===== src/source/systolic_ctrl_pkg.sv =====
`default_nettype none

// command, state and control struct definitions for the array
package systolic_ctrl_pkg;

    // top level command, held as a plain level
    typedef enum logic [1:0] {
        op_idle   = 2'd0,
        op_load   = 2'd1,
        op_matmul = 2'd2
    } array_op_e;

    // phase of the array
    typedef enum logic [1:0] {
        st_empty   = 2'd0,
        st_loading = 2'd1,
        st_ready   = 2'd2
    } ctrl_state_e;

    // broadcast to every MAC cell
    typedef struct packed {
        logic load_en;
        logic mac_en;
    } pe_ctrl_t;

    // row_idx is the destination row of the weight now on the top edge
    typedef struct packed {
        logic       track_en;
        logic       first_weight;
        logic [7:0] row_idx;
    } track_ctrl_t;

endpackage : systolic_ctrl_pkg

`default_nettype wire


===== src/source/array_controller.sv =====
`timescale 1ns/100ps
`default_nettype none

module array_controller #(
    parameter int ROWS = 4
) (
    input  wire                             clk,
    input  wire                             rst,
    input  wire systolic_ctrl_pkg::array_op_e op,
    output systolic_ctrl_pkg::pe_ctrl_t     pe_ctrl,
    output systolic_ctrl_pkg::track_ctrl_t  track_ctrl,
    output logic                            proxy_valid
);

    // row that receives the first weight of a load
    localparam logic [7:0] LAST_ROW = 8'(ROWS - 1);

    systolic_ctrl_pkg::ctrl_state_e state;

    logic start_load;
    logic load_more;

    assign start_load = (op == systolic_ctrl_pkg::op_load) &&
                        (state != systolic_ctrl_pkg::st_loading);
    assign load_more  = (state == systolic_ctrl_pkg::st_loading) &&
                        (track_ctrl.row_idx != 8'd0);

    always_ff @(posedge clk) begin
        if (rst) begin
            state       <= systolic_ctrl_pkg::st_empty;
            pe_ctrl     <= '0;
            track_ctrl  <= '0;
            proxy_valid <= 1'b0;
        end else begin
            // strobes are single-cycle unless renewed below
            pe_ctrl                 <= '0;
            track_ctrl.track_en     <= 1'b0;
            track_ctrl.first_weight <= 1'b0;

            if (start_load) begin
                state                   <= systolic_ctrl_pkg::st_loading;
                pe_ctrl.load_en         <= 1'b1;
                track_ctrl.track_en     <= 1'b1;
                track_ctrl.first_weight <= 1'b1;
                track_ctrl.row_idx      <= LAST_ROW;
                proxy_valid             <= 1'b0;
            end else if (load_more) begin
                pe_ctrl.load_en     <= 1'b1;
                track_ctrl.track_en <= 1'b1;
                track_ctrl.row_idx  <= track_ctrl.row_idx - 8'd1;
            end else if (state == systolic_ctrl_pkg::st_loading) begin
                // row 0 weight captured at this edge
                state       <= systolic_ctrl_pkg::st_ready;
                proxy_valid <= 1'b1;
            end else if ((state == systolic_ctrl_pkg::st_ready) &&
                         (op == systolic_ctrl_pkg::op_matmul)) begin
                pe_ctrl.mac_en <= 1'b1;
            end
        end
    end

    // a load may not be cut short by another command
    load_op_held: assert property (
        @(posedge clk) disable iff (rst)
        load_more |-> (op == systolic_ctrl_pkg::op_load)
    ) else $error("op left op_load in the middle of a weight load");

    // cells must never shift weights and accumulate in the same cycle
    strobes_exclusive: assert property (
        @(posedge clk) disable iff (rst)
        !(pe_ctrl.load_en && pe_ctrl.mac_en)
    ) else $error("load_en and mac_en both high");

endmodule : array_controller

`default_nettype wire


===== config.mk =====
export PLATFORM = sky130hd
export DESIGN_NAME = array_controller
export DESIGN_NICKNAME = d
export VERILOG_FILES = /design/src/source/systolic_ctrl_pkg.sv /design/src/source/array_controller.sv
export SDC_FILE = /design/constraint.sdc
export NUM_CORES = 1
export LEC_CHECK = 0
export ABC_AREA = 1
export BUFFER_PORTS_ARGS = -buffer_cell sky130_fd_sc_hd__buf_2
export CAP_MARGIN = 10
export CORE_AREA = 2 2 39 41
export DETAILED_ROUTE_END_ITERATION = 6
export DIE_AREA = 0 0 41 43
export PLACE_DENSITY = 0.81
export SETUP_SLACK_MARGIN = 0.4
export SYNTH_ARGS = -nofsm -noshare
export SYNTH_HDL_FRONTEND = slang
export SYNTH_SLANG_ARGS = --single-unit

===== constraint.sdc =====
create_clock -name clk -period 2.36 [get_ports clk]
set_clock_uncertainty 0.2 [all_clocks]
set_input_delay 0 -clock clk [delete_from_list [all_inputs] [get_ports clk]]
set_output_delay 0 -clock clk [all_outputs]
set_load 0.02 [all_outputs]

==> results of run 1 <==
worst register-to-register path, delay by kind of cell (launching register included):
family	cells	cell delay [ns]
buffers and inverters	1	0.12
and+or+nand+nor	3	0.35
adders and majority gates	1	0.25
AOI/OAI and AO/OA	2	0.27
DFF	1	0.36
registers in the layout (all words and copies together) (netlist names):
name        count
state           2
pe_ctrl         1
track_ctrl     10
cells by family (layout without fill, tap and decap cells):
family / Yosys count / in the layout / share of synthesized area
AO/OA/AOI/OAI: 15 / 15 / 0.116
adder cells (fa/ha/maj): 2 / 2 / 0.0374
flip-flops: 13 / 13 / 0.390
AND/OR/NAND/NOR: 54 / 54 / 0.365
buffers and inverters: 14 / 37 / 0.0918
worst min path at each step:
stage	to	cells after the start	startpoint	slack [ns]
after floorplan	track_ctrl[9]	1	rst	-0.13
after global placement	track_ctrl[9]	2	rst	0.01
after detailed placement	track_ctrl[9]	2	rst	0.005
after CTS	track_ctrl[9]	3	rst	0.26
after global routing	track_ctrl[9]	3	rst	0.30
final	track_ctrl[9]	3	rst	0.28
stage by stage:
| stage | power (mW) | utilization | instance area, um2 | instances |
|---|---|---|---|---|
| finish | 0.605 | 0.598 | 827 | 137 |
| global route | 0.645 | 0.598 | 827 | 137 |
| CTS | 0.607 | 0.598 | 827 | 137 |
| detailed placement | 0.465 | 0.550 | 761 | 129 |
| global placement | 0.459 | 0.550 | 761 | 129 |
| floorplan | 0.421 | - | 668 | 98 |
layout by cell type, fill, tap and decap left out:
| cell | Yosys | layout |
|---|---|---|
| a21boi_0 | 1 | 1 |
| a21oi_1 | 9 | 9 |
| buf_2 | 0 | 16 |
| clkbuf_1 | 0 | 1 |
| clkbuf_4 | 0 | 3 |
| dfxtp_1 | 13 | 13 |
| dlygate4sd3_1 | 0 | 4 |
| ha_1 | 2 | 2 |
| inv_1 | 12 | 12 |
| inv_6 | 1 | 1 |
| nand2_1 | 25 | 25 |
| nand2_2 | 1 | 1 |
| nand2_4 | 1 | 1 |
| nand3_1 | 5 | 5 |
| nand4_1 | 2 | 2 |
| nor2_1 | 15 | 15 |
| nor2_2 | 1 | 1 |
| nor2_4 | 2 | 2 |
| nor3_1 | 2 | 2 |
| o21ai_0 | 2 | 2 |
| o21ai_1 | 3 | 3 |
cell type report:
type | count | area share
clock buffer | 4 | 0.0318
timing repair buffer | 20 | 0.145
inverter | 13 | 0.0651
multi-input combinational | 71 | 0.419
tap | 16 | 0.0242
sequential | 13 | 0.315
power by group through the flow:
stage	registers [mW]	clock network [mW]	logic [mW]
after floorplan	0.277	0	0.144
after global placement	0.258	0	0.201
after detailed placement	0.259	0	0.206
after CTS	0.254	0.140	0.213
after global routing	0.258	0.150	0.237
final	0.255	0.138	0.213
routing by layer:
layer / GRT usage / up-vias / share of wire
met1: 0.254 / 297 / 0.49
met3: 0.0314 / 0 / 0.028
met2: 0.259 / 15 / 0.48
li1: - / 358 / -
met5: 0 / - / 0
met4: 0.0200 / 0 / 0
==> impl_metrics.json, run 1 <==
{
  "critical_path_class": "register to register",
  "rr_startpoint": "track_ctrl[0]",
  "switching_share": 0.369,
  "synth_nets": 104,
  "syn_area_um2": 668,
  "clk_pin_slew_worst_paths_ns": 0.08,
  "hp-class": "input pin to register",
  "synth_common_cells": "nand2_1, nor2_1, dfxtp_1, inv_1, a21oi_1",
  "synth_top_area_share": 0.390,
  "drtPass1Iterations": 4,
  "gp_congestion": 0.805,
  "post_cts_buffers": 0,
  "async_flop_share": 0,
  "synth_area_leaders": "dfxtp_1, nand2_1, nor2_1",
  "setup_violations": 0,
  "portBuffers": 16,
  "post-route-min-period_ns": 1.61,
  "fin_setup_tns_ns": 0,
  "rows": 14,
  "yosysWarnings": 0,
  "combPwrFrac": 0.352,
  "cp.required_ns": 2.37,
  "diodes": 0,
  "peakVddDrop_mv": 0.381,
  "crit_cells": 7,
  "grt_max_degree": 10,
  "ys_seq_area_frac": 0.390,
  "regArea_um2": 260,
  "cts_hold_buffers": 4,
  "critPathTopFamily": "flip-flops",
  "route.detailed.drc": 0,
  "clk_latency_ns": 0.27,
  "finalHoldViolations": 0,
  "status": "completed",
  "ys.flop_type": "dfxtp_1",
  "vias_per_cell": 4.89,
  "finalWorstSetupSlack_ns": 0.754,
  "synth-edff-count": 0,
  "cp_slowest_cell": "dfxtp_1",
  "totalWireLength_mm": 1.38,
  "floorplan.initialDensity": 0.483,
  "synth_cell_types": 18,
  "area_delta_synth_final_pct": 23.8,
  "rsz0062_at_grt": "false",
  "cp-startpoint": "track_ctrl[0]",
  "path_common_cell": "nor2_4",
  "clockBufferDepth": 2,
  "layout-drive-gt1-share": 0.207,
  "crit_path_start_kind": "register",
  "max_freq_mhz": 623,
  "core_area_um2": 1380,
  "track_usage": 0.171,
  "maxSlewViolCount": 0,
  "synth_top_area_cell": "dfxtp_1",
  "r2r-end": "track_ctrl[3]",
  "critPathMaxStageDelay_ns": 0.36,
  "place.detailed.hpwl_mm": 1.00,
  "crit_end": "track_ctrl[3]",
  "endpoint_kind": "register",
  "crit_arrival_ns": 1.61,
  "htree_levels": 1,
  "powerDensity_nw_per_um2": 732,
  "fp.dieH_um": 43,
  "die_area_um2": 1760,
  "relSlewSlack": 0.804,
  "switchingPower_mw": 0.224,
  "fill_cells": 123,
  "finalHoldWorstSlack_ns": 0.283,
  "grt_overflow": 0,
  "multi_input_area_um2": 347,
  "synth-seq-cells": 13,
  "final_antenna_net_count": 0,
  "path_buf_inv": 1,
  "cts_made_buffers": 3,
  "yosysMostFrequentCell": "nand2_1",
  "cts_root_buf": "clkbuf_4",
  "clock_power_share": 0.227,
  "cap_viol_max_count": 0,
  "vias": 670,
  "reg2reg_depth": 7,
  "p_int_mw": 0.382,
  "fin_nets": 128,
  "cts_tree": "done",
  "pin_count": 17,
  "crit_path_cell_trace": "inv_1 > ha_1 > nand2_4 > nor2_4 > nor2_4 > o21ai_1 > a21oi_1",
  "tightest_slew_ns": 0.293,
  "antenna_found_initial": 0,
  "grt_pass1_vias": 549,
  "postCtsResizedCells": 0,
  "p_seq_frac": 0.421,
  "synth_cells": 98,
  "rrSetupSlack_ns": 0.75,
  "power_leakage_nw": 0.400,
  "wire_per_inst_um": 10.1,
  "worst-path-max-fanout": 9,
  "drt-initial-drc-count": 23,
  "fin_crit_sh": 0.680,
  "die-width_um": 41,
  "grt_pass1_wl_mm": 2.20,
  "syn_area_per_cell_um2": 6.82,
  "dpl_worst_slack_ns": 0.761,
  "clock-sinks": 13
}
No activity file was read; power rests on OpenSTA's default activity.
==> inputs of run 2 (changes only) <==
--- a/config.mk
+++ b/config.mk
@@ -8,10 +8,9 @@
 export ABC_AREA = 1
 export BUFFER_PORTS_ARGS = -buffer_cell sky130_fd_sc_hd__buf_2
 export CAP_MARGIN = 10
-export CORE_AREA = 2 2 39 41
+export CORE_UTILIZATION = 49
 export DETAILED_ROUTE_END_ITERATION = 6
-export DIE_AREA = 0 0 41 43
-export PLACE_DENSITY = 0.81
+export PLACE_DENSITY = 0.8
 export SETUP_SLACK_MARGIN = 0.4
 export SYNTH_ARGS = -nofsm -noshare
 export SYNTH_HDL_FRONTEND = slang
==> constraint.sdc (replaced) <==
create_clock -name clk -period 1.5 [get_ports clk]
set_clock_uncertainty 0.2 [all_clocks]
set_input_delay 0 -clock clk [delete_from_list [all_inputs] [get_ports clk]]
set_output_delay 0 -clock clk [all_outputs]
set_load 0.02 [all_outputs]
==> impl_metrics.json, run 2 (synthesis gave the netlist of run 1 again) <==
{
  "status": "completed",
  "clock_power_share": 0.207,
  "dp.cells": 129,
  "grt_use_met3": 0.0578,
  "crit_end": "track_ctrl[6]",
  "fin_crit_sh": 0.954,
  "r2r-end": "track_ctrl[6]",
  "htree_levels": 1,
  "dpl_worst_slack_ns": 0.0329,
  "power_mw": 1.06,
  "antenna_found_initial": 0,
  "clock-sinks": 13,
  "largest-register": "track_ctrl",
  "rr_startpoint": "track_ctrl[0]",
  "floorplan.initialDensity": 0.563,
  "power_leakage_nw": 0.434,
  "gr-usage-met2": 0.450,
  "crit_path_start_kind": "register",
  "vias_per_cell": 5.34,
  "totalWireLength_mm": 1.70,
  "hp-class": "input pin to register",
  "die_area_um2": 1520,
  "place.detailed.hpwl_mm": 1.08,
  "tightest_slew_ns": 0.255,
  "postLayoutCellArea_um2": 943,
  "setup_violations": 0,
  "p_int_mw": 0.649,
  "worst-path-max-fanout": 7,
  "fill_cells": 87,
  "busiest_layer": "met2",
  "cp.required_ns": 1.46,
  "top_regs": "track_ctrl (10), state (2), pe_ctrl (1)",
  "cap_viol_max_count": 0,
  "cts_root_buf": "clkbuf_4",
  "wire_per_inst_um": 12.3,
  "rsz0062_at_grt": "true",
  "finalWorstSetupSlack_ns": 0.0683,
  "clk_pin_slew_worst_paths_ns": 0.08,
  "grt_pass1_vias": 662,
  "portBuffers": 16,
  "switching_share": 0.385,
  "grt_overflow": 0,
  "track_usage": 0.257,
  "layout_commonest_cell": "nand2_1",
  "combPwrFrac": 0.402,
  "fin_nets": 131,
  "final_antenna_net_count": 0,
  "crit_arrival_ns": 1.39,
  "route.detailed.drc": 0,
  "relSlewSlack": 0.829,
  "area_delta_synth_final_pct": 41.2,
  "max_freq_mhz": 698,
  "grt_pass1_wl_mm": 2.64,
  "peakVddDrop_mv": 1.00,
  "final_cell_mix": "nand2_1, buf_2, nor2_1",
  "largest_reg_flops": 10,
  "reg2reg_depth": 7,
  "drtPass1Iterations": 4,
  "core_area_um2": 1190,
  "post-route-min-period_ns": 1.43,
  "cts_tree": "done",
  "met1_usage": 0.301,
  "critical_path_class": "register to register",
  "multi_input_area_um2": 418,
  "fp.dieH_um": 38.9,
  "finalHoldViolations": 0,
  "clk_latency_ns": 0.27,
  "placed_cell_area_um2": 818,
  "grt_max_degree": 10,
  "cp-startpoint": "track_ctrl[0]",
  "gp_congestion": 0.823,
  "layout-drive-gt1-share": 0.395,
  "fin_setup_tns_ns": 0,
  "die-width_um": 38.9,
  "endpoint_kind": "register",
  "drt-initial-drc-count": 39,
  "diodes": 0,
  "switchingPower_mw": 0.406,
  "p_seq_frac": 0.390,
  "rows": 12,
  "clockBufferDepth": 2,
  "maxSlewViolCount": 0,
  "cts_made_buffers": 3,
  "instances_no_fill": 138,
  "powerDensity_nw_per_um2": 1120,
  "regArea_um2": 284,
  "pin_count": 17,
  "rrSetupSlack_ns": 0.07,
  "vias": 737
}
run 2: power by group through the flow:
| stage | combinational [mW] | clock, mW | sequential (mW) |
|---|---|---|---|
| detailed placement | 0.354 | 0 | 0.415 |
| global route | 0.475 | 0.239 | 0.415 |
| CTS | 0.379 | 0.221 | 0.410 |
| floorplan | 0.241 | 0 | 0.445 |
| global placement | 0.345 | 0 | 0.413 |
| finish | 0.425 | 0.219 | 0.412 |
run 2: layout make-up:
| class | count | share of cell area |
|---|---|---|
| Tap cell | 14 | 0.0186 |
| Clock buffer | 4 | 0.0279 |
| Multi-Input combinational cell | 72 | 0.443 |
| Timing Repair Buffer | 22 | 0.147 |
| Inverter | 13 | 0.0623 |
| Sequential cell | 13 | 0.301 |
run 2: metrics by stage:
stage,util,hold WS [ns]
floorplan,-,-0.131
global placement,0.690,0.00571
detailed placement,0.690,0.0197
CTS,0.759,0.266
global route,0.795,0.306
finish,0.795,0.301
run 2: metal layers:
layer,routed length (um),vias to the layer above
met4,50,0
met1,697,336
met5,0,-
met2,857,28
met3,97,6
li1,-,367
run 2: repair_timing:
action / CTS / global route
endpoints found under the setup margin: 13 / 15
pin swaps: 1 / 0
buffers inserted: 0 / 1
hold buffers: 3 / 0
gates resized for setup: 7 / 10
endpoints found under the hold margin: 13 / 0
cloned: 1 / 0
run 2: worst min-delay path by stage:
| stage | startpoint | end | slack [ns] | depth (start not counted) |
|---|---|---|---|---|
| final | rst | track_ctrl[9] | 0.30 | 3 |
| after global routing | rst | track_ctrl[9] | 0.31 | 3 |
| after CTS | rst | track_ctrl[9] | 0.27 | 3 |
| after detailed placement | rst | track_ctrl[9] | 0.02 | 2 |
| after global placement | rst | track_ctrl[9] | 0.006 | 2 |
| after floorplan | rst | track_ctrl[9] | -0.13 | 1 |
run 2: worst max-delay path, cell delays in order, from the launching register on:
cell     delay [ns]
dfxtp_4        0.36
inv_4          0.09
ha_2           0.22
inv_1          0.08
o21ai_1        0.16
nand2_1        0.09
nand2_1        0.07
a21oi_1        0.06
==> inputs of run 3 (changes only) <==
--- a/config.mk
+++ b/config.mk
@@ -10,6 +10,7 @@
 export CAP_MARGIN = 10
 export CORE_UTILIZATION = 49
 export DETAILED_ROUTE_END_ITERATION = 6
+export MAX_ROUTING_LAYER = met4
 export PLACE_DENSITY = 0.8
 export SETUP_SLACK_MARGIN = 0.4
 export SYNTH_ARGS = -nofsm -noshare
==> impl_metrics.json, run 3 (synthesis gave the netlist of run 1 again) <==
{
  "status": "completed",
  "cp.required_ns": 1.50,
  "met2_length_um": 857,
  "dpl_worst_slack_ns": 0.0329,
  "grt_max_degree": 10,
  "cts_made_buffers": 3,
  "path_buf_inv": 1,
  "tightest_slew_ns": 0.252,
  "cts_root_buf": "clkbuf_4",
  "cp_slowest_cell": "dfxtp_4",
  "dr_wl_met3_um": 52,
  "final_cell_mix": "nand2_1, buf_2, nor2_1",
  "rsz0062_at_grt": "true",
  "drt-initial-drc-count": 11,
  "cap_viol_max_count": 0,
  "top_layer": "met4",
  "relSlewSlack": 0.831,
  "final_core_util": 0.796,
  "finalHoldWorstSlack_ns": 0.294,
  "vias_per_cell": 5.22,
  "grt_overflow": 0,
  "wire_per_inst_um": 12.4,
  "dp.cells": 129,
  "hp-class": "input pin to register",
  "place.detailed.hpwl_mm": 1.08,
  "clk_latency_ns": 0.27,
  "largest-register": "track_ctrl",
  "pin_count": 17,
  "totalWireLength_mm": 1.71,
  "powerDensity_nw_per_um2": 1120,
  "core_area_um2": 1190,
  "rr_startpoint": "track_ctrl[1]",
  "fp.dieH_um": 38.9,
  "die_area_um2": 1520,
  "die-width_um": 38.9,
  "fin_nets": 131,
  "crit_path_start_kind": "register",
  "clockBufferDepth": 2,
  "floorplan.initialDensity": 0.563,
  "worst-path-max-fanout": 5,
  "min_from": "rst",
  "endpoint_kind": "register",
  "route.detailed.drc": 0,
  "crit_arrival_ns": 1.42,
  "rows": 12,
  "vias": 720,
  "grt_pass1_vias": 660,
  "power_leakage_nw": 0.435,
  "final_antenna_net_count": 0,
  "met1Wirelength_um": 743,
  "fin_setup_tns_ns": 0,
  "critical_path_class": "register to register",
  "finalHoldViolations": 0,
  "antenna_found_initial": 0,
  "top_regs": "track_ctrl (10), state (2), pe_ctrl (1)",
  "postLayoutCellArea_um2": 945,
  "drtPass1Iterations": 4,
  "finalWorstSetupSlack_ns": 0.0829,
  "critPathMaxStageDelay_ns": 0.37,
  "diodes": 0,
  "post-route-min-period_ns": 1.42,
  "cp-startpoint": "track_ctrl[1]",
  "largest_reg_flops": 10,
  "path_common_cell": "nor2_4",
  "clock-sinks": 13,
  "peakVddDrop_mv": 1.05,
  "max_freq_mhz": 706,
  "gp_congestion": 0.835,
  "cts_tree": "done",
  "power_mw": 1.06,
  "area_delta_synth_final_pct": 41.4,
  "htree_levels": 1,
  "fin_crit_sh": 0.945,
  "instances_no_fill": 138,
  "critPathTopFamily": "flip-flops",
  "crit_path_cell_trace": "inv_4 > ha_4 > nand2_4 > nor2_4 > nor2_4 > o21ai_1 > a21oi_1",
  "setup_violations": 0,
  "placed_cell_area_um2": 818,
  "portBuffers": 16,
  "layout-drive-gt1-share": 0.395,
  "track_usage": 0.265,
  "layout_commonest_cell": "nand2_1",
  "maxSlewViolCount": 0,
  "clk_pin_slew_worst_paths_ns": 0.09,
  "grt_pass1_wl_mm": 2.66
}
==> run 3: area by class of cell <==
cell class / instances / area (um2)
Tap cell: 14 / 17.5
Multi-Input combinational cell: 72 / 413
Fill cell: 89 / 241
Timing Repair Buffer: 22 / 143
Sequential cell: 13 / 284
Clock buffer: 4 / 26.3
Inverter: 13 / 61.3
==> run 3: routing by layer <==
metal,GRT usage,vias up
li1,-,366
met1,0.308,327
met2,0.446,19
met3,0.0578,8
met4,0.0948,0
met5,-,-
==> run 3: timing repair <==
item                                    in CTS  in global routing
buffers inserted                             0                  1
hold endpoints to repair                    13                  0
endpoints found under the setup margin      13                 15
resized for setup                            7                 11
pin swaps                                    1                  5
gates cloned                                 1                  0
hold buffers                                 3                  0
==> run 3: report_power, final <==
part | switching (mW) | internal [mW] | leakage [nW] | total [mW]
logic | 0.255 | 0.175 | 0.309 | 0.430
registers | 0.0358 | 0.377 | 0.112 | 0.413
clock network | 0.116 | 0.103 | 0.0150 | 0.219
total | 0.407 | 0.655 | 0.435 | 1.06
==> run 3: worst paths after layout <==
kind / endpoint / slack, ns / depth (start not counted)
hold / removal: track_ctrl[9] / 0.29 / 3
setup / recovery: track_ctrl[3] / 0.08 / 7
hold reg to reg: pe_ctrl[0] / 0.31 / 2
setup reg to reg: track_ctrl[3] / 0.08 / 7
==> run 3: worst min-delay path, delay by kind of cell <==
family | cells | cell delay, ns
compound gates | 1 | 0.04
buf+inv | 2 | 0.67
