==> src/source/systolic_ctrl_pkg.sv <==
`default_nettype none

// command, state and control struct definitions for the array
package systolic_ctrl_pkg;

    // top level command, held as a plain level
    typedef enum logic [1:0] {
        op_idle   = 2'd0,
        op_load   = 2'd1,
        op_matmul = 2'd2
    } array_op_e;

    // phase of the array
    typedef enum logic [1:0] {
        st_empty   = 2'd0,
        st_loading = 2'd1,
        st_ready   = 2'd2
    } ctrl_state_e;

    // broadcast to every MAC cell
    typedef struct packed {
        logic load_en;
        logic mac_en;
    } pe_ctrl_t;

    // row_idx is the destination row of the weight now on the top edge
    typedef struct packed {
        logic       track_en;
        logic       first_weight;
        logic [7:0] row_idx;
    } track_ctrl_t;

endpackage : systolic_ctrl_pkg

`default_nettype wire

==> src/source/proxy_tracker.sv <==
`timescale 1ns/100ps
`default_nettype none

module proxy_tracker #(
    parameter int ROWS      = 4,
    parameter int COLS      = 4,
    parameter int WORD_SIZE = 16,
    localparam int IDX_W    = (ROWS > 1) ? $clog2(ROWS) : 1
) (
    input  wire                                clk,
    input  wire                                rst,
    input  wire systolic_ctrl_pkg::track_ctrl_t track_ctrl,
    input  wire [COLS*WORD_SIZE-1:0]           top_in_bus,
    output logic [COLS*IDX_W-1:0]              proxy_idx_bus,
    output logic [COLS*WORD_SIZE-1:0]          proxy_weight_bus
);

    logic [IDX_W-1:0] row_now;

    // only the low bits of the shared row counter are meaningful here
    assign row_now = track_ctrl.row_idx[IDX_W-1:0];

    genvar c;

    generate
        for (c = 0; c < COLS; c = c + 1) begin : col_gen
            logic [WORD_SIZE-1:0] col_weight;
            logic [WORD_SIZE-1:0] min_weight_q;
            logic [IDX_W-1:0]     min_idx_q;
            logic                 take;

            assign col_weight = top_in_bus[c*WORD_SIZE +: WORD_SIZE];

            // strict compare, so a tie keeps the earlier (higher) row
            assign take = track_ctrl.track_en &&
                          (track_ctrl.first_weight || (col_weight < min_weight_q));

            always_ff @(posedge clk) begin
                if (rst) begin
                    min_weight_q <= '0;
                    min_idx_q    <= '0;
                end else if (take) begin
                    min_weight_q <= col_weight;
                    min_idx_q    <= row_now;
                end
            end

            assign proxy_weight_bus[c*WORD_SIZE +: WORD_SIZE] = min_weight_q;
            assign proxy_idx_bus[c*IDX_W +: IDX_W]            = min_idx_q;
        end
    endgenerate

    // the controller must never point past the last row
    row_idx_in_range: assert property (
        @(posedge clk) disable iff (rst)
        track_ctrl.track_en |-> (int'(track_ctrl.row_idx) < ROWS)
    ) else $error("row_idx %0d out of range", track_ctrl.row_idx);

endmodule : proxy_tracker

`default_nettype wire

==> config.mk <==
export PLATFORM = sky130hd
export DESIGN_NAME = proxy_tracker
export DESIGN_NICKNAME = d
export VERILOG_FILES = /design/src/source/systolic_ctrl_pkg.sv /design/src/source/proxy_tracker.sv
export SDC_FILE = /design/constraint.sdc
export NUM_CORES = 1
export LEC_CHECK = 0
export BUFFER_PORTS_ARGS = -buffer_cell sky130_fd_sc_hd__buf_2
export CAP_MARGIN = 25
export CORE_AREA = 4 4 99 101
export DETAILED_ROUTE_END_ITERATION = 8
export DIE_AREA = 0 0 103 105
export GPL_TIMING_DRIVEN = 0
export PLACE_DENSITY_LB_ADDON = 0.15
export REMOVE_ABC_BUFFERS = 1
export SLEW_MARGIN = 0
export SYNTH_ARGS = -nofsm -noshare
export SYNTH_HDL_FRONTEND = slang
export SYNTH_SLANG_ARGS = --single-unit
export TNS_END_PERCENT = 100
==> constraint.sdc <==
create_clock -name clk -period 2.7 [get_ports clk]
set_clock_uncertainty 0.05 [all_clocks]
set_input_delay 0.27 -clock clk [delete_from_list [all_inputs] [get_ports clk]]
set_output_delay 0.27 -clock clk [all_outputs]
set_load 0.02 [all_outputs]
==> out/summary.txt, run 1 <==
Avg Inst Size Synth - 8.836 sq um
Max IR drop VDD - 0.2886 mV
Die Y - 105 microns
Routed Antenna Nets - 0
Initial antenna violation count - 0
Final setup viols - 0
RSZ-0062 raised after global routing - no
Sink Count - 72
Critical Path End Type - flop
Bufs on Longest Clock Path - 2
Achievable Freq - 423.3 MHz
Clk Latency, worst-skew pair - 0.35 ns
Clock root buffer - clkbuf_8
Layout Cells excl Fill - 766
CTS tree - built
Cell breakdown of the critical path - inv_1 -> ha_1 -> a21oi_1 -> o21ai_0 -> a211o_1 -> a41oi_2 -> buf_8 -> mux2i_1
Synth top area cells - dfxtp_1 (32%), ha_1 (16%), mux2i_1 (12%)
Die area - 10,820 sq um
Vias in the first global route - 3,792
IO buf count - 141
CTS buffer count - 9
Crit path max-delay family - compound AO/OA/AOI/OAI gates
Cell taking the most area after synthesis - dfxtp_1
Number of remaining DRC errors - 0
Clock transition at the registers of the reported paths - 0.08 ns
Sequential element share of the synthesized area - 0.3155
Largest family of logic cells by synthesized area - compound AO/OA/AOI/OAI gates
First-pass GRT wire length - 17,460 microns
Synth Area in Compound Gates - 0.1775
Proportion of layout cells with a drive suffix above 1 - 0.2809
WP buf/inv - 2
Hold Path Class - input pin to flop
Most frequent cells after synthesis - nand2_1 (117), dfxtp_1 (72), inv_1 (68)
Final Cycle Share - 0.8749
Nets - 786
XOR/XNOR share of the synthesized area - 0
Design area - 5619 sq um
Starting DRT DRC Count - 84
Row cnt - 35
Tmin final - 2.362 ns
Fin. Hold Viols - 0
Core Region - 9021 sq um
Worst-path maximum fanout - 11
Diodes inserted - 0
Initial core utilization - 0.5064
Arr. time, crit path - 2.60 ns
Power Dens Cells - 534.4 nW/um^2
Crit path max-delay cell type - a41oi_2
Slew HR - 0.4194
Leak - 2.601 nW
Slew of the pin with the lowest slew margin - 0.8709 ns
Yosys cell types - 37
Crit path largest cell delay - 0.57 ns
Reg-to-reg slack, setup - 0.34 ns
Synth Area in Simple Gates - 0.1252
Synth Register Bits - 72
First-pass DRT Iterations - 4
Status - finished, final reports clean
Dpl cell area - 5359 sq um
Placer Congestion - 0.7647
Placed insts - 746
Pins Over Slew Limit - 0
Crit path kind - flop to flop
Top FF cell, synth - dfxtp_1
IO Count - 148
Post-synthesis mux area share - 0.1249
Avg Vias per Cell - 5.192
Async S/R FF share, synth - 0
Total global routing overflow - 0
Routed wire length - 10,720 microns
Synthesized cell area - 4568 sq um
Area Overhead vs Synth - 23.01%
WP data required - 2.93 ns
Synth Instances - 517
Half-perimeter wire length after placement - 8041 microns
Sum Neg Setup Slack - 0 ns
GRT Resource Usage Total - 0.2001
Worst Setup Start Kind - flop
Max-capacitance violation count - 0
Vias - 3,977
Adder-cell share of the synthesized area - 0.1643
Post-synth EDFFs - 0
WL per Instance - 14.00 microns
Area share of the largest cell type after synthesis - 0.3155
Die X-Extent - 103 microns
YS warnings - 0
Count leader, synth - nand2_1
H-tree level count - 3
Worst hold slack - 0.1139 ns
Pin count of the biggest net entering global routing - 124
==> placed cells by master (no fill, tap or decap), types with 4 or more instances in the layout <==
cell       Yosys  routed
buf_2          1     141
nand2_1      117     117
dfxtp_1       72      72
inv_1         68      68
ha_1          60      60
mux2i_1       57      57
a21oi_1       22      22
o2111ai_1     15      15
a211oi_1      11      10
o31ai_4       10      10
clkbuf_8       0      10
o21ai_0        9       9
o31ai_1        7       7
nand2b_1       6       6
nor2_1         5       5
o211ai_1       5       5
nand4_1        4       4
buf_4          4       4
==> metal layers <==
| layer | wire [microns] | global-route usage | up-vias |
|---|---|---|---|
| li1 | - | - | 2049 |
| met1 | 4515 | 0.2456 | 1826 |
| met2 | 5286 | 0.3277 | 91 |
| met3 | 805 | 0.07810 | 11 |
| met4 | 116 | 0.04533 | 0 |
| met5 | 0 | 0 | - |
==> state kept, by name, indices dropped and copies added (netlist names) <==
name / cells
col_gen.min_weight_q: 64
col_gen.min_idx_q: 8
==> through the flow <==
step                      worst slack, ns  total power, W    util
after floorplan                   -0.8890        0.001762       -
after global placement             -2.285        0.002013  0.5818
after detailed placement          -0.3506        0.002054  0.5940
after CTS                         0.02590        0.003024  0.6196
after global routing               0.1359        0.003187  0.6229
final                              0.3377        0.003003  0.6229
==> what timing repair did <==
item,4_1_cts,5_1_grt
endpoints found under the setup margin,16,16
hold buffers,0,0
pin swaps,0,1
gates resized for setup,2,0
setup buffers,0,4
==> final timing paths <==
kind,endpoint,cells past startpoint,from
setup / recovery,col_gen[2].min_weight_q[4]$_SDFFE_PP0P_,8,col_gen[2].min_weight_q[9]$_SDFFE_PP0P_
hold / removal,col_gen[3].min_weight_q[3]$_SDFFE_PP0P_,3,top_in_bus[51]
setup reg to reg,col_gen[2].min_weight_q[4]$_SDFFE_PP0P_,8,col_gen[2].min_weight_q[9]$_SDFFE_PP0P_
hold reg to reg,col_gen[2].min_idx_q[0]$_SDFFE_PP0P_,2,col_gen[2].min_idx_q[0]$_SDFFE_PP0P_
==> power by group <==
group,switching [W],total (W),leakage (nW),internal [W]
Clock,0.000422,0.000966,0.106,0.000544
Combinational,0.000494,0.000837,1.90,0.000342
Sequential,0.0000529,0.00120,0.591,0.00115
==> cell families after synthesis <==
family                     Yosys count
and+or+nand+nor                    139
DFF                                 72
muxes                               57
adders and majority gates           60
AOI/OAI and AO/OA                   93
buffers and inverters               96
==> cell type report <==
cell class                 count  area [sq um]
fill                         801          3402
sequential                    72          1441
tap                          111         138.9
clock buffer                  11         141.4
timing repair buffer         149         820.8
multi-input combinational    349          2733
inverter                      69         264.0
clock inverter                 5         80.08
==> worst register-to-register path: stages, from the launching register on <==
cell and delay [ns]:
dfxtp_1 0.35, inv_1 0.05, ha_1 0.28, a21oi_1 0.12, o21ai_0 0.09, a211o_1 0.31
a41oi_2 0.57, buf_8 0.25, mux2i_1 0.21
No activity file was read; power rests on OpenSTA's default activity.
==> inputs of run 2 (changes only) <==
--- a/config.mk
+++ b/config.mk
@@ -5,11 +5,12 @@
 export SDC_FILE = /design/constraint.sdc
 export NUM_CORES = 1
 export LEC_CHECK = 0
+export ABC_AREA = 1
 export BUFFER_PORTS_ARGS = -buffer_cell sky130_fd_sc_hd__buf_2
 export CAP_MARGIN = 25
-export CORE_AREA = 4 4 99 101
+export CORE_AREA = 4 4 103 105
 export DETAILED_ROUTE_END_ITERATION = 8
-export DIE_AREA = 0 0 103 105
+export DIE_AREA = 0 0 107 109
 export GPL_TIMING_DRIVEN = 0
 export PLACE_DENSITY_LB_ADDON = 0.15
 export REMOVE_ABC_BUFFERS = 1
==> run 2 against run 1 <==
Net effect:
- non-clock buffer count shrank 6
- routed wire length grew 3.6%
- worst setup slack gained 0.37 ns
- register-to-register slack gained 0.37 ns
- combinational power grew 17%
- global-route usage shrank 0.23 points
- synthesized area grew 9.9%
- sequential share of layout area shrank 0.90 points
- final area grew 3.6%
- critical path depth grew 4
- flip-flop and latch count is the same
- die area grew 7.8%
- critical path type unchanged
- critical endpoint is now col_gen[1].min_weight_q[1]$_SDFFE_PP0P_
- largest cell class unchanged
==> out/summary.txt, run 2 <==
Most frequent cells in the layout - inv_1 (147), buf_2 (140), nand2_1 (132)
Post-layout util - 0.6041 (-0.01878)
Number of remaining DRC errors - 0 (unchanged)
Critical Path End Type - flop
Synth top area cells - dfxtp_1 (29%), ha_1 (15%), inv_1 (11%)
Total global routing overflow - 0 (unchanged)
Hold-fix buffers, CTS - 0 (unchanged)
Clk Latency, worst-skew pair - 0.35 ns (about the same)
Commonest non-fill, non-tap cell in the layout - inv_1
Final setup viols - 0 (unchanged)
Sink Count - 72 (unchanged)
Net Sw Power - 0.001076 W (+11%)
Arr. time, crit path - 2.18 ns (-0.42 ns)
Die Y - 109 microns (+3.8%)
CTS tree - built
Sequential power share - 0.414 (+0.014)
CTS buffer count - 9 (unchanged)
Combinational Power Share - 0.327 (+0.048)
First-pass GRT wire length - 19,000 microns (+8.8%)
Fillers - 967 (+21%)
IO Count - 148 (unchanged)
Met3 WL - 732 microns (-9.1%)
Vias in the first global route - 4,447 (+17%)
Final Cycle Share - 0.7367 (-0.1382)
Count leader, synth - inv_1
GRT Resource Usage Total - 0.1978 (-0.002345)
Hold Path Class - input pin to flop
WL per Instance - 11.30 microns (-19%)
Half-perimeter wire length after placement - 8054 microns (+0.16%)
Leak - 3.270 nW (+26%)
Clock transition at the registers of the reported paths - 0.07 ns (about the same)
Initial antenna violation count - 0 (unchanged)
Avg Vias per Cell - 4.819 (-7.2%)
Max IR drop VDD - 0.2510 mV (-13%)
Fin. Hold Viols - 0 (unchanged)
Clock network fraction of total power - 0.259 (-0.063)
Top Registers - col_gen.min_weight_q (64), col_gen.min_idx_q (8)
Reg-to-reg slack, setup - 0.71 ns (+0.37 ns)
Clock root buffer - clkbuf_8
Worst hold slack - 0.2040 ns (+0.09008 ns)
Sum Neg Setup Slack - 0 ns (unchanged)
Core Region - 9639 sq um (+6.9%)
Sequential element share of the synthesized area - 0.2870 (-0.02853)
Dpl cell area - 5657 sq um (+5.6%)
Slew of the pin with the lowest slew margin - 0.8104 ns (-0.06048 ns)
Routed Antenna Nets - 0 (unchanged)
Synth Instances - 727 (+41%)
Nets - 982 (+25%)
Starting DRT DRC Count - 278 (+230%)
Slew HR - 0.4597 (+0.04032)
Area Overhead vs Synth - 15.94%
Vias - 4,737 (+19%)
Placer Congestion - 0.7956 (+4.0%)
Flip-flop count of the largest register after layout - 64 (unchanged)
Worst Setup Start Kind - flop
Initial core utilization - 0.5210 (+0.01465)
Register area - 1441 sq um (unchanged)
Post-synth EDFFs - 0 (unchanged)
Status - finished, final reports clean
Most frequent cells after synthesis - inv_1 (147), nand2_1 (132), a21oi_1 (100)
Die X-Extent - 107 microns (+3.9%)
Top FF cell, synth - dfxtp_1
Achievable Freq - 502.7 MHz (+19%)
Multi-input logic area - 2738 sq um (+0.18%)
RSZ-0062 raised after global routing - no
H-tree level count - 3 (unchanged)
Cell taking the most area after synthesis - dfxtp_1
Tmin final - 1.989 ns (-0.3732 ns)
Avg Inst Size Synth - 6.908 sq um (-22%)
WP data required - 2.89 ns (-0.04 ns)
Sw Share - 0.3599 (+0.03730)
P_int - 0.001913 W (-6.0%)
Bufs on Longest Clock Path - 2 (unchanged)
Row cnt - 36 (+2.9%)
PostCTS Resize Cnt - 0 (-2)
Synth Register Bits - 72 (unchanged)
Area share of the largest cell type after synthesis - 0.2870 (-0.02853)
Die area - 11,660 sq um (+7.8%)
Top Layer Used - met4
Crit path kind - flop to flop
Max-capacitance violation count - 0 (unchanged)
Routed wire length - 11,110 microns (+3.6%)
First-pass DRT Iterations - 4 (unchanged)
Synthesized cell area - 5022 sq um (+9.9%)
Pin count of the biggest net entering global routing - 74 (-40%)
Yosys cell types - 20 (-46%)
WL met2 - 5341 microns (+1.0%)
Async S/R FF share, synth - 0 (unchanged)
Metal-1 WL - 4786 microns (+6.0%)
Worst-path maximum fanout - 36 (+25)
Post-CTS setup buffers - 0 (unchanged)
Diodes inserted - 0 (unchanged)
Pins Over Slew Limit - 0 (unchanged)
Design area - 5823 sq um (+3.6%)
Register name with the most flops - col_gen.min_weight_q
Proportion of layout cells with a drive suffix above 1 - 0.2294 (-0.05150)
YS warnings - 0 (unchanged)
IO buf count - 141 (unchanged)
Power Dens Cells - 513.2 nW/um^2 (-4.0%)
run 2: critical path, stage by stage, from the launching register on:
cell and delay (ns):
dfxtp_1 0.35, inv_1 0.05, ha_1 0.28, a21oi_1 0.15, nor2_1 0.05, nor3_1 0.13
nand2_1 0.09, nand2_1 0.08, nand2_2 0.06, nand2_4 0.33, nand3_1 0.13, nand2_1 0.09
nor2_1 0.04
run 2: worst paths after layout:
path	start	depth (start not counted)	end
max	col_gen[1].min_weight_q[5]$_SDFFE_PP0P_	12	col_gen[1].min_weight_q[1]$_SDFFE_PP0P_
min	top_in_bus[52]	5	col_gen[3].min_weight_q[4]$_SDFFE_PP0P_
min reg2reg	col_gen[0].min_idx_q[1]$_SDFFE_PP0P_	2	col_gen[0].min_idx_q[1]$_SDFFE_PP0P_
max reg2reg	col_gen[1].min_weight_q[5]$_SDFFE_PP0P_	12	col_gen[1].min_weight_q[1]$_SDFFE_PP0P_
run 2: layout make-up:
class,instances,area share
well taps,133,0.02858
multi-input cells,472,0.4701
clock buffers,15,0.02858
repair buffers,143,0.1298
flip-flops and latches,72,0.2475
inverters,148,0.09540
run 2: logic make-up (layout without fill, tap and decap cells):
kind of cell,after synthesis,count (layout),share of synthesized area
and+or+nand+nor,304,304,0.2880
buffers and inverters,183,306,0.1679
AOI/OAI and AO/OA,108,108,0.1076
DFF,72,72,0.2870
adders and majority gates,60,60,0.1495
run 2: per-stage QoR:
step / worst slack [ns] / power, W / cells
4_1_cts: 0.7153 / 0.003032 / 983
6_report: 0.7108 / 0.002988 / 983
2_1_floorplan: 0.8149 / 0.001915 / 692
3_5_place_dp: 0.7160 / 0.002247 / 968
3_3_place_gp: 0.006199 / 0.002206 / 966
5_1_grt: 0.4771 / 0.003229 / 983
run 2: power groups by stage:
stage	combinational, W	clock (W)	sequential (W)
floorplan	0.000533	0	0.00138
global placement	0.000952	0	0.00125
detailed placement	0.000987	0	0.00126
CTS	0.000991	0.000805	0.00124
global route	0.00113	0.000844	0.00125
finish	0.000977	0.000775	0.00124
run 2: metal layers:
layer | vias to the layer above | global-route usage
li1 | 2505 | -
met1 | 2103 | 0.2248
met3 | 18 | 0.04973
met5 | - | 0
met2 | 111 | 0.3552
met4 | 0 | 0.07945
==> inputs of run 3 (changes only) <==
--- a/config.mk
+++ b/config.mk
@@ -5,12 +5,12 @@
 export SDC_FILE = /design/constraint.sdc
 export NUM_CORES = 1
 export LEC_CHECK = 0
-export ABC_AREA = 1
+export ABC_AREA = 0
 export BUFFER_PORTS_ARGS = -buffer_cell sky130_fd_sc_hd__buf_2
 export CAP_MARGIN = 25
-export CORE_AREA = 4 4 103 105
+export CORE_AREA = 4 4 104 106
 export DETAILED_ROUTE_END_ITERATION = 8
-export DIE_AREA = 0 0 107 109
+export DIE_AREA = 0 0 108 110
 export GPL_TIMING_DRIVEN = 0
 export PLACE_DENSITY_LB_ADDON = 0.15
 export REMOVE_ABC_BUFFERS = 1
==> constraint.sdc (replaced) <==
create_clock -name clk -period 1.8 [get_ports clk]
set_clock_uncertainty 0.05 [all_clocks]
set_input_delay 0.18 -clock clk [delete_from_list [all_inputs] [get_ports clk]]
set_output_delay 0.18 -clock clk [all_outputs]
set_load 0.02 [all_outputs]
==> run 3 against run 2 <==
Net effect:
- hold slack got worse by 0.18 ns
- maximum frequency fell by 1.8%
- cell count fell by 15%
- flip-flop and latch count did not move
- clock power rose by 86%
- routed wire length rose by 29%
- worst setup slack got worse by 0.94 ns
- combinational power rose by 92%
- global-route usage rose by 1.9 points
- the flow now finishes with violations (setup timing)
- sequential power rose by 48%
- die area rose by 1.9%
- critical path depth fell by 3
==> out/summary.txt, run 3 (same netlist as run 1, synthesis figures left out) <==
Status - finished with violations
Failing checks - setup timing
Power Dens Cells - 723.6 nW/um^2 (+41%)
Initial antenna violation count - 0 (unchanged)
Max-capacitance violation count - 0 (unchanged)
Proportion of layout cells with a drive suffix above 1 - 0.5559 (+0.3265)
Arr. time, crit path - 2.18 ns (about the same)
IO Count - 148 (unchanged)
Clock network fraction of total power - 0.280 (+0.021)
Multi-input logic area - 3610 sq um (+32%)
Number of remaining DRC errors - 0 (unchanged)
WP data required - 1.96 ns (-0.93 ns)
Top Registers - col_gen.min_weight_q (64), col_gen.min_idx_q (8)
Achievable Freq - 493.8 MHz (-1.8%)
Commonest non-fill, non-tap cell in the layout - buf_2
Avg Vias per Cell - 5.256 (+9.1%)
Clock transition at the registers of the reported paths - 0.09 ns (+0.02 ns)
Fin worst setup slack - -0.2251 ns (-0.9360 ns)
Crit path max-delay cell type - dfxtp_1
RSZ-0062 raised after global routing - yes
Dpl cell area - 5361 sq um (-5.2%)
Post-layout util - 0.7271 (+0.1230)
Placer Congestion - 0.7817 (-1.7%)
P_int - 0.003366 W (+76%)
Cell breakdown of the critical path - inv_2 -> ha_2 -> nand2_1 -> nor2_1 -> o211ai_4 -> buf_8 -> buf_6 -> o2111ai_2 -> o31ai_2
Register name with the most flops - col_gen.min_weight_q
Final Cycle Share - 1.125 (+0.3883)
Initial core utilization - 0.4674 (-0.05367)
Fin. Hold Viols - 0 (unchanged)
Most frequent cells in the layout - buf_2 (141), nand2_1 (113), mux2i_1 (54)
Tmin final - 2.025 ns (+0.03596 ns)
Sink Count - 72 (unchanged)
Slew of the pin with the lowest slew margin - 0.9009 ns (+0.09047 ns)
Crit path kind - flop to flop
Total global routing overflow - 0 (unchanged)
Sw Share - 0.3455 (-0.01444)
Die area - 11,880 sq um (+1.9%)
Crit path largest cell delay - 0.36 ns (about the same)
Clock root buffer - clkbuf_8
Bufs on Longest Clock Path - 2 (unchanged)
Diodes inserted - 0 (unchanged)
IO buf count - 141 (unchanged)
Register area - 1496 sq um (+3.8%)
WL per Instance - 17.04 microns (+51%)
Die Y - 110 microns (+0.92%)
Net Sw Power - 0.001777 W (+65%)
CTS buffer count - 9 (unchanged)
Leak - 3.039 nW (-7.1%)
Vias in the first global route - 4,327 (-2.7%)
Combinational Power Share - 0.366 (+0.039)
Critical Path End Type - flop
Worst Setup Start Kind - flop
GRT Resource Usage Total - 0.2168 (+0.01901)
Vias - 4,415 (-6.8%)
Design area - 7107 sq um (+22%)
H-tree level count - 3 (unchanged)
Clk Latency, worst-skew pair - 0.36 ns (about the same)
Half-perimeter wire length after placement - 8117 microns (+0.77%)
Worst-path maximum fanout - 7 (-81%)
Slew HR - 0.3994 (-0.06031)
Flip-flop count of the largest register after layout - 64 (unchanged)
Sequential power share - 0.355 (-0.059)
First-pass DRT Iterations - 4 (unchanged)
Area Overhead vs Synth - 55.57%
CTS tree - built
Row cnt - 36 (unchanged)
Hold Path Class - input pin to flop
Nets - 839 (-15%)
Pin count of the biggest net entering global routing - 124 (+68%)
Fillers - 705 (-27%)
Core Region - 9774 sq um (+1.4%)
Pins Over Slew Limit - 0 (unchanged)
Hold-fix buffers, CTS - 0 (unchanged)
Final setup viols - 70 (+70)
Routed wire length - 14,310 microns (+29%)
Die X-Extent - 108 microns (+0.93%)
First-pass GRT wire length - 20,560 microns (+8.2%)
Max IR drop VDD - 0.5115 mV (+100%)
Routed Antenna Nets - 0 (unchanged)
Starting DRT DRC Count - 164 (-41%)
[run 3: cell types whose count changed in the layout (fill, tap and decap cells not counted), moves of 35 or more]
| cell | before | now |
|---|---|---|
| inv_1 | 147 | 46 |
| a21oi_1 | 100 | 10 |
| nor2_1 | 80 | 4 |
| mux2i_1 | 0 | 54 |
| nand3_1 | 49 | 2 |
| dfxtp_1 | 72 | 28 |
| dfxtp_2 | 0 | 44 |
| buf_4 | 1 | 36 |
[run 3: final timing paths]
| check | cells after the start | slack, ns | from | end |
|---|---|---|---|---|
| worst max register to register | 9 | -0.23 | col_gen[1].min_weight_q[10]$_SDFFE_PP0P_ | col_gen[1].min_weight_q[3]$_SDFFE_PP0P_ |
| worst min register to register | 2 | 0.41 | col_gen[1].min_idx_q[0]$_SDFFE_PP0P_ | col_gen[1].min_idx_q[0]$_SDFFE_PP0P_ |
| worst min-delay path | 3 | 0.02 | top_in_bus[36] | col_gen[2].min_weight_q[4]$_SDFFE_PP0P_ |
| worst max-delay path | 9 | -0.23 | col_gen[1].min_weight_q[10]$_SDFFE_PP0P_ | col_gen[1].min_weight_q[3]$_SDFFE_PP0P_ |
[run 3: what timing repair did]
| item | in CTS | in global routing |
|---|---|---|
| gates resized for setup | 148 | 86 |
| endpoints found under the setup margin | 72 | 72 |
| buffers inserted | 39 | 21 |
| pin swaps | 34 | 35 |
| gates cloned | 6 | 1 |
[run 3: cell type report]
type,count,area share
well taps,133,0.02342
flip-flops and latches,72,0.2106
inverters,69,0.04084
repair buffers,202,0.1877
clock buffers,10,0.01796
multi-input cells,349,0.5079
clock inverters,5,0.01162
[run 3: power by group through the flow]
stage,Combinational (W),Sequential [W],Clock (W)
4_1_cts,0.00166,0.00181,0.00147
5_1_grt,0.00203,0.00184,0.00153
6_report,0.00188,0.00183,0.00144
3_3_place_gp,0.00119,0.00183,0
2_1_floorplan,0.000653,0.00199,0
3_5_place_dp,0.00123,0.00184,0
[run 3: routing by layer]
layer,track usage,vias to the layer above,wire length [microns]
met2,0.3925,121,7405
met4,0.05681,0,293
li1,-,2163,-
met5,0,-,0
met1,0.2491,2102,5849
met3,0.06581,29,766
[run 3: worst max-delay path, delay by kind of cell (launching register included)]
kind	cells	cell delay, ns
compound gates	3	0.46
fa+ha+maj	1	0.31
buf+inv	3	0.38
flops	1	0.36
simple gates	2	0.31
[run 3: through the flow]
step           cells  hold WS (ns)  total power [W]  setup TNS (ns)  setup slack, ns
4_1_cts          827      0.002622         0.004943          -4.489          -0.1611
3_3_place_gp     764        0.3872         0.003026         -182.99           -2.984
2_1_floorplan    490        0.2293         0.002643          -87.26           -1.789
6_report         840       0.02034         0.005142          -5.357          -0.2251
5_1_grt          840      0.009759         0.005401          -11.91          -0.3008
3_5_place_dp     768        0.3949         0.003068          -45.93           -1.306
